===== src/fpu_pkg.sv =====
package fpu_pkg;

   //////////////////////////////////////////////////
   // Field widths.
   //////////////////////////////////////////////////
   localparam int op_width   = 5;
   localparam int exp_width  = 8;
   localparam int frac_width = 23;
   localparam int exp_bias   = 127;

   //////////////////////////////////////////////////
   // Operation codes.
   //////////////////////////////////////////////////
   localparam logic [op_width-1:0] op_flw      = 5'd0;
   localparam logic [op_width-1:0] op_fsw      = 5'd1;
   localparam logic [op_width-1:0] op_fadd     = 5'd2;
   localparam logic [op_width-1:0] op_fsub     = 5'd3;
   localparam logic [op_width-1:0] op_fmul     = 5'd4;
   localparam logic [op_width-1:0] op_fsgnj    = 5'd5;
   localparam logic [op_width-1:0] op_fsgnjn   = 5'd6;
   localparam logic [op_width-1:0] op_fsgnjx   = 5'd7;
   localparam logic [op_width-1:0] op_feq      = 5'd8;
   localparam logic [op_width-1:0] op_flt      = 5'd9;
   localparam logic [op_width-1:0] op_fle      = 5'd10;
   localparam logic [op_width-1:0] op_fcvt_w_s = 5'd11;
   localparam logic [op_width-1:0] op_fcvt_s_w = 5'd12;
   localparam logic [op_width-1:0] op_fmv_x_w  = 5'd13;
   localparam logic [op_width-1:0] op_fmv_w_x  = 5'd14;

   typedef struct packed {
      logic                  sign;
      logic [exp_width-1:0]  exp;
      logic [frac_width-1:0] frac;
   } fp_fields_t;

   typedef union packed {
      logic [31:0] raw;
      fp_fields_t  fields;
   } fp_word_t;

   typedef struct packed {
      logic [op_width-1:0] op;
      logic signed [11:0]  imm;
   } fpu_instr_t;

   typedef struct packed {
      logic [31:0] rs1;
      logic [31:0] rs2;
   } reg_pair_t;

   // Leading zeros of a 32-bit word, 32 for an all-zero word.
   function automatic logic [5:0] count_lz32(input logic [31:0] v);
      logic [5:0] n;
      logic       found;
      n = 6'd0;
      found = 1'b0;
      for (int k = 31; k >= 0; k--) begin
         if (!found && v[k])
            found = 1'b1;
         else if (!found)
            n = n + 6'd1;
      end
      return n;
   endfunction

endpackage


===== src/fpu_add.sv =====
`timescale 1ns/1ps

module fpu_add (
   input  fpu_pkg::fp_word_t a,
   input  fpu_pkg::fp_word_t b,
   input  logic              subtract,
   output fpu_pkg::fp_word_t sum
);
   import fpu_pkg::*;

   fp_word_t          a_in;
   fp_word_t          b_in;
   logic              a_big;
   fp_word_t          x;
   fp_word_t          y;
   logic [26:0]       mx;
   logic [26:0]       my;
   logic [7:0]        shift;
   logic [26:0]       my_shr;
   logic              sticky;
   logic [26:0]       aligned;
   logic [27:0]       s;
   logic [5:0]        lz;
   logic [27:0]       norm;
   logic              round_up;
   logic [24:0]       mant;
   logic signed [9:0] e;

   //////////////////////////////////////////////////
   // Operand preparation.
   //////////////////////////////////////////////////
   always_comb begin
      a_in = a;
      b_in = b;
      b_in.fields.sign = b.fields.sign ^ subtract;   // Subtract is add of negated b.
      if (a.fields.exp == '0)
         a_in.fields.frac = '0;                      // Flush denormal.
      if (b.fields.exp == '0)
         b_in.fields.frac = '0;
   end

   // x holds the larger magnitude.
   assign a_big = a_in.raw[30:0] >= b_in.raw[30:0];
   assign x     = a_big ? a_in : b_in;
   assign y     = a_big ? b_in : a_in;

   // Hidden bit, fraction, then guard, round and sticky.
   assign mx = {x.fields.exp != '0, x.fields.frac, 3'b000};
   assign my = {y.fields.exp != '0, y.fields.frac, 3'b000};

   //////////////////////////////////////////////////
   // Alignment and significand add.
   //////////////////////////////////////////////////
   assign shift   = x.fields.exp - y.fields.exp;
   assign my_shr  = my >> shift;
   assign sticky  = (my_shr << shift) != my;        // Any bit shifted out.
   assign aligned = {my_shr[26:1], my_shr[0] | sticky};

   assign s = (x.fields.sign == y.fields.sign) ? {1'b0, mx} + {1'b0, aligned}
                                               : {1'b0, mx} - {1'b0, aligned};

   //////////////////////////////////////////////////
   // Normalize and round.
   //////////////////////////////////////////////////
   assign lz   = count_lz32({s, 4'b0000});
   assign norm = s << lz;                           // Leading one to bit 27.

   // Nearest even on guard bit 3 with sticky below.
   assign round_up = norm[3] & ((|norm[2:0]) | norm[4]);
   assign mant     = {1'b0, norm[27:4]} + 25'(round_up);

   assign e = $signed({2'b00, x.fields.exp}) + 10'sd1 - $signed({4'b0000, lz})
              + $signed({9'd0, mant[24]});

   always_comb begin
      sum.raw = '0;
      if (s == '0) begin
         sum.fields.sign = x.fields.sign & y.fields.sign;   // -0 only from two negatives.
      end else if (e <= 0) begin
         sum.fields.sign = x.fields.sign;                   // Underflow to signed zero.
      end else if (e >= 255) begin
         sum.fields.sign = x.fields.sign;
         sum.fields.exp  = '1;                              // Infinity.
      end else begin
         sum.fields.sign = x.fields.sign;
         sum.fields.exp  = e[7:0];
         sum.fields.frac = mant[22:0];                      // Zero after a carry out.
      end
   end

endmodule


===== src/fpu_mul.sv =====
`timescale 1ns/1ps

module fpu_mul (
   input  fpu_pkg::fp_word_t a,
   input  fpu_pkg::fp_word_t b,
   output fpu_pkg::fp_word_t product
);
   import fpu_pkg::*;

   logic              sign;
   logic              zero_in;
   logic [47:0]       p;
   logic [47:0]       pn;
   logic              round_up;
   logic [24:0]       mant;
   logic signed [9:0] e;

   assign sign    = a.fields.sign ^ b.fields.sign;
   assign zero_in = (a.fields.exp == '0) || (b.fields.exp == '0);   // Zero or denormal.

   //////////////////////////////////////////////////
   // Significand product.
   //////////////////////////////////////////////////
   assign p  = {1'b1, a.fields.frac} * {1'b1, b.fields.frac};
   assign pn = p[47] ? p : {p[46:0], 1'b0};         // Leading one to bit 47.

   // Nearest even on bit 23.
   assign round_up = pn[23] & ((|pn[22:0]) | pn[24]);
   assign mant     = {1'b0, pn[47:24]} + 25'(round_up);

   assign e = $signed({2'b00, a.fields.exp}) + $signed({2'b00, b.fields.exp})
              - 10'(exp_bias) + $signed({9'd0, p[47]}) + $signed({9'd0, mant[24]});

   always_comb begin
      product.raw = '0;
      product.fields.sign = sign;
      if (zero_in || e <= 0) begin
         product.fields.exp = '0;                   // Signed zero.
      end else if (e >= 255) begin
         product.fields.exp = '1;                   // Infinity.
      end else begin
         product.fields.exp  = e[7:0];
         product.fields.frac = mant[22:0];
      end
   end

endmodule


===== src/fpu_sign_compare.sv =====
`timescale 1ns/1ps

module fpu_sign_compare (
   input  logic [fpu_pkg::op_width-1:0] op,
   input  fpu_pkg::fp_word_t            a,
   input  fpu_pkg::fp_word_t            b,
   output logic [31:0]                  y
);
   import fpu_pkg::*;

   logic [30:0] mag_a;
   logic [30:0] mag_b;
   logic        both_zero;
   logic        eq;
   logic        lt;
   logic        inj_sign;

   //////////////////////////////////////////////////
   // Comparisons.
   //////////////////////////////////////////////////
   assign mag_a = (a.fields.exp == '0) ? '0 : a.raw[30:0];   // Denormal compares as zero.
   assign mag_b = (b.fields.exp == '0) ? '0 : b.raw[30:0];

   assign both_zero = (mag_a == '0) && (mag_b == '0);
   assign eq = both_zero || ((a.fields.sign == b.fields.sign) && (mag_a == mag_b));

   always_comb begin
      if (both_zero)
         lt = 1'b0;                                 // +0 equals -0.
      else if (a.fields.sign != b.fields.sign)
         lt = a.fields.sign;
      else if (a.fields.sign)
         lt = mag_a > mag_b;                        // Negatives order reversed.
      else
         lt = mag_a < mag_b;
   end

   //////////////////////////////////////////////////
   // Sign injection.
   //////////////////////////////////////////////////
   always_comb begin
      case (op)
         op_fsgnjn: inj_sign = ~b.fields.sign;
         op_fsgnjx: inj_sign = a.fields.sign ^ b.fields.sign;
         default:   inj_sign = b.fields.sign;
      endcase
   end

   always_comb begin
      case (op)
         op_fsgnj, op_fsgnjn, op_fsgnjx: y = {inj_sign, a.raw[30:0]};
         op_feq:                         y = {31'd0, eq};
         op_flt:                         y = {31'd0, lt};
         op_fle:                         y = {31'd0, lt | eq};
         default:                        y = '0;
      endcase
   end

endmodule


===== src/fpu_convert.sv =====
`timescale 1ns/1ps

module fpu_convert (
   input  logic [fpu_pkg::op_width-1:0] op,
   input  fpu_pkg::fp_word_t            f,
   input  logic signed [31:0]           i,
   output logic [31:0]                  y
);
   import fpu_pkg::*;

   logic [7:0]  shamt;
   logic [63:0] fixed;
   logic        f_round;
   logic [31:0] f_mag;
   logic [31:0] to_int;
   logic        i_sign;
   logic [31:0] i_mag;
   logic [5:0]  i_lz;
   logic [31:0] i_norm;
   logic        i_round;
   logic [24:0] i_mant;
   logic [7:0]  i_exp;
   fp_word_t    to_float;

   //////////////////////////////////////////////////
   // Float to integer.
   //////////////////////////////////////////////////
   // Significand placed in 32.32 fixed point.
   assign shamt = f.fields.exp - 8'(exp_bias - 9);
   assign fixed = {40'd0, 1'b1, f.fields.frac} << shamt;

   assign f_round = fixed[31] & ((|fixed[30:0]) | fixed[32]);
   assign f_mag   = fixed[63:32] + 32'(f_round);   // Below 2**31 in range.

   always_comb begin
      if (f.fields.exp < 8'(exp_bias - 1)) begin
         to_int = '0;                               // Below one half, or denormal.
      end else if (f.fields.exp >= 8'(exp_bias + 31)) begin
         to_int = f.fields.sign ? 32'h8000_0000 : 32'h7fff_ffff;
      end else if (f.fields.sign) begin
         to_int = -f_mag;
      end else begin
         to_int = f_mag;
      end
   end

   //////////////////////////////////////////////////
   // Integer to float.
   //////////////////////////////////////////////////
   assign i_sign = i[31];
   assign i_mag  = i_sign ? -i : i;
   assign i_lz   = count_lz32(i_mag);
   assign i_norm = i_mag << i_lz;

   // Keep 24 bits, round on bit 7.
   assign i_round = i_norm[7] & ((|i_norm[6:0]) | i_norm[8]);
   assign i_mant  = {1'b0, i_norm[31:8]} + 25'(i_round);
   assign i_exp   = 8'(exp_bias + 31) - 8'(i_lz) + 8'(i_mant[24]);

   always_comb begin
      to_float.raw = '0;
      if (i_mag != '0) begin
         to_float.fields.sign = i_sign;
         to_float.fields.exp  = i_exp;
         to_float.fields.frac = i_mant[22:0];
      end
   end

   always_comb begin
      case (op)
         op_fcvt_w_s: y = to_int;
         op_fcvt_s_w: y = to_float.raw;
         default:     y = '0;
      endcase
   end

endmodule


===== src/fpu.sv =====
`timescale 1ns/1ps

module fpu (
   input  logic                clk,
   input  logic                reset,
   input  logic                issue,
   input  fpu_pkg::fpu_instr_t instr,
   input  fpu_pkg::reg_pair_t  int_regs,
   input  fpu_pkg::reg_pair_t  fp_regs,
   output logic                completed,
   output logic [31:0]         result
);
   import fpu_pkg::*;

   fp_word_t    fa;
   fp_word_t    fb;
   fp_word_t    add_y;
   fp_word_t    mul_y;
   logic [31:0] sgn_cmp_y;
   logic [31:0] cvt_y;
   logic [31:0] addr;
   logic [31:0] next_result;

   assign fa = fp_regs.rs1;
   assign fb = fp_regs.rs2;

   //////////////////////////////////////////////////
   // Execution units.
   //////////////////////////////////////////////////
   fpu_add u_add (
      .a        (fa),
      .b        (fb),
      .subtract (instr.op == op_fsub),
      .sum      (add_y)
   );

   fpu_mul u_mul (
      .a       (fa),
      .b       (fb),
      .product (mul_y)
   );

   fpu_sign_compare u_sign_compare (
      .op (instr.op),
      .a  (fa),
      .b  (fb),
      .y  (sgn_cmp_y)
   );

   fpu_convert u_convert (
      .op (instr.op),
      .f  (fa),
      .i  (int_regs.rs1),
      .y  (cvt_y)
   );

   // Load and store effective address.
   assign addr = int_regs.rs1 + {{20{instr.imm[11]}}, instr.imm};

   always_comb begin
      case (instr.op)
         op_flw, op_fsw:                 next_result = addr;
         op_fadd, op_fsub:               next_result = add_y.raw;
         op_fmul:                        next_result = mul_y.raw;
         op_fsgnj, op_fsgnjn, op_fsgnjx,
         op_feq, op_flt, op_fle:         next_result = sgn_cmp_y;
         op_fcvt_w_s, op_fcvt_s_w:       next_result = cvt_y;
         op_fmv_x_w:                     next_result = fp_regs.rs1;
         op_fmv_w_x:                     next_result = int_regs.rs1;
         default:                        next_result = '0;   // Unknown op completes as zero.
      endcase
   end

   always_ff @(posedge clk) begin
      if (reset) begin
         completed <= 1'b0;
         result    <= '0;
      end else begin
         completed <= issue;
         if (issue)
            result <= next_result;                   // Holds between issues.
      end
   end

endmodule


===== config.mk =====
export PLATFORM = sky130hd
export DESIGN_NAME = fpu
export DESIGN_NICKNAME = d
export VERILOG_FILES = /design/src/fpu_pkg.sv /design/src/fpu_add.sv /design/src/fpu_mul.sv /design/src/fpu_sign_compare.sv /design/src/fpu_convert.sv /design/src/fpu.sv
export SDC_FILE = /design/constraint.sdc
export NUM_CORES = 2
export LEC_CHECK = 0
export ABC_AREA = 1
export BUFFER_PORTS_ARGS = -buffer_cell sky130_fd_sc_hd__clkbuf_2
export CELL_PAD_IN_SITES_DETAIL_PLACEMENT = 0
export CELL_PAD_IN_SITES_GLOBAL_PLACEMENT = 1
export CORE_ASPECT_RATIO = 2
export CORE_MARGIN = 3
export CORE_UTILIZATION = 47
export CTS_BUF_LIST = sky130_fd_sc_hd__clkbuf_4 sky130_fd_sc_hd__clkbuf_8
export DETAILED_ROUTE_END_ITERATION = 8
export HOLD_SLACK_MARGIN = 0.08
export PLACE_DENSITY_LB_ADDON = 0.1
export REMOVE_ABC_BUFFERS = 1
export SLEW_MARGIN = 20
export SYNTH_ARGS = -nofsm -noshare
export SYNTH_HDL_FRONTEND = slang
export SYNTH_SLANG_ARGS = --single-unit

===== constraint.sdc =====
create_clock -name clk -period 37.6 [get_ports clk]
set_clock_uncertainty 0.1 [all_clocks]
set_input_delay 3.76 -clock clk [delete_from_list [all_inputs] [get_ports clk]]
set_output_delay 3.76 -clock clk [all_outputs]
set_load 0.01 [all_outputs]

==> impl_results.md <==
* Non-Filler Instances at about 9,000
* GR Overflow Total at 0
* Vias post-DR at between 50,000 and 60,000
* Total die area at 110,000 sq um
* Die span in y at 465 microns
* Initial antenna violation count at 7
* Largest family of logic cells by synthesized area: simple AND/OR/NAND/NOR gates
* DP HPWL at 163,000 microns
* CP dominant cell by count: ha_1
* Layout area overhead at 2.57%
* Worst Path Class, Setup: input pin to flip-flop
* Yosys top cell by area: fa_1
* Final hold viol count at 0
* Unique masters post-synth at 89
* Final nets at 8,928
* Peak Freq at 28.8 MHz
* Share of the synthesized area in the top cell type at 0.197
* Area share of fa/ha/maj cells after synthesis at 0.294
* Critical Path Source Type: input pin
* Yosys warning count at 0
* Worst slew pin tran at 1.19 ns
* Sequential area share after synthesis at 0.0133
* Total track usage at 0.346
* Status: finished, final reports clean
* Fin Setup TNS at 0 ns
* Cell with the most instances after synthesis: nand2_1
* RSZ-0062 raised after global routing: no
* DRT Pass-1 Iters at 7
* Residual DRC at 0
* Clock buffer count from CTS at 5
* Tcrit/Tclk final at 0.922
* Top cells by count, synth: nand2_1 (2,049), inv_1 (1,511), nand3_1 (623)
* Row count at ~170
* GPL Wtd Cong at roughly 1.0
* Final period demand of the worst path at between 30 and 40 ns
* Mean Syn Cell Area at approximately 6.2 sq um
* Asr flop ratio synth at 0
* Fillcell total at roughly 11,000
* Fin. max-slew vios at 0
* CTS tree: yes
* WL final at between 150,000 and 200,000 microns
* HP Class: flip-flop to flip-flop
* Largest net degree at the start of global routing at between 60 and 70
* Slowest CP cell: nor2_1
* Placed cell count at approximately 9,300
* Synth area leaders: fa_1 (20%), nand2_1 (16%), inv_1 (11%), ha_1 (9.7%), nand3_1 (6.3%)
* Complex-gate fraction of the synthesized area at 0.119
* H-tree lvl count at 2
* Number of global-route vias before repair at between 50,000 and 60,000
* Hold slack at between 0.3 and 0.4 ns
* Synthesis-stage register bit count at 33
* Share of cells above drive strength 1 at 0.0980
* Critical path arrival at approximately 35 ns
* Clock Tree Root: clkbuf_8
* Syn Inst Count at between 7,000 and 8,000
* Cell Area, Synth at just under 50,000 sq um
* Final worst slack at ~3 ns
* Setup Slack @ Placement at about 1.5 ns
* Top Ports at 181
* IO buf count at 148
* Final setup violating endpoints at 0
* Clk_lat worst skew at 0.28 ns
* Fraction of synthesized cell area in xor and xnor cells at 0.0407
* Vias per Instance at 5.55
* Maxcap violations at 0
* Largest buffer count on any clock path at 2
* Critical Path End Type: flip-flop
* Req. time, crit path at 37.70 ns
* Portion of netlist area occupied by mux cells at 0.00182
* Core area at roughly 100,000 sq um
* Die Wd at ~240 microns
* Post-route ant nets at 0
* FF/Latch Area at 661 sq um
* Starting density of the core at 0.474
* Wire length per cell after detailed routing at 21.0 microns
* Synth Area in Simple Gates at 0.366
* First-pass GRT wire length at about 300,000 microns
* Slew HR at 0.198
* # hold bufs at CTS at 0
* Clock transition at the registers of the reported paths at ~0.060 ns
* Initial drt markers at about 3,500
* Worst-path fanout max at 55
* Predominant post-synthesis flop cell: dfxtp_1
* Total clock sinks at 33
* Post-CTS Setup Bufs at 0
* Crit-path max cell delay at 0.72 ns
* Multi-input logic area at 40,900 sq um
* Post-synth EDFFs at 0
[cells in the final DEF (no fill, tap or decap), drive strengths merged, types with 12 or more instances in the layout]
cell type,n
xor2,170
nor2,617
nand3,732
dfxtp,33
nand4,131
o22ai,45
ha,386
o31ai,25
or2,37
nand3b,21
a22oi,12
o21a,14
a21oi,275
clkinv,14
clkbuf,156
buf,100
nand2,2218
nor4,31
o2111ai,14
nor3,115
o211ai,32
inv,1565
o21ai,478
o21bai,19
a31oi,37
fa,487
xnor2,47
[critical path, delay by kind of cell]
family / cells / cell delay, ns
compound gates: 38 / 6.97
xor+xnor: 3 / 0.55
fa+ha+maj: 34 / 9.08
buf+inv: 32 / 2.97
mux: 1 / 0.10
simple gates: 78 / 11.21
[flip-flops by register name, indices dropped and copies added, names as in the netlist]
name / flops
result: 32
completed: 1
[kinds of logic after synthesis]
family,count (synthesis)
mux,9
simple gates,3912
buf+inv,1908
compound gates,1021
xor+xnor,217
flops,33
fa+ha+maj,873
[stage by stage]
stage	utilization	instance area, sq um
after floorplan	-	47400
after CTS	0.485	50800
after global placement	0.484	50700
final	0.486	50900
after global routing	0.486	50900
after detailed placement	0.484	50700
[final timing paths]
path                                   end  slack [ns]         from  cells past startpoint
worst min-delay path            result[25]        0.36   result[25]                      2
worst max-delay path             result[3]        2.92  fp_regs[60]                    186
worst min register to register  result[25]        0.36   result[25]                      2
worst max register to register   result[1]       36.81    result[1]                      2
[cell type report]
| type | instances | share of cell area |
|---|---|---|
| well taps | 1360 | 0.0334 |
| inverters | 1583 | 0.119 |
| flip-flops and latches | 33 | 0.0130 |
| diodes | 7 | 0.000344 |
| repair buffers | 248 | 0.0293 |
| clock buffers | 8 | 0.00180 |
| multi-input cells | 6036 | 0.804 |
[routing by layer]
metal  vias to the layer above  track usage  routed length [microns]
met5                         -            0                       13
met4                         2        0.293                    21000
met3                       719       0.0347                     8770
met2                      1704        0.650                    99900
met1                     24200        0.336                    65100
li1                      24900            -                        -
[timing repair]
action	CTS	global route
endpoints found under the setup margin	0	31
gates resized for setup	0	12
hold endpoints to repair	0	0
Power is not shown: default switching activity piles up to over one toggle a cycle in this logic, so the estimate is an artifact.
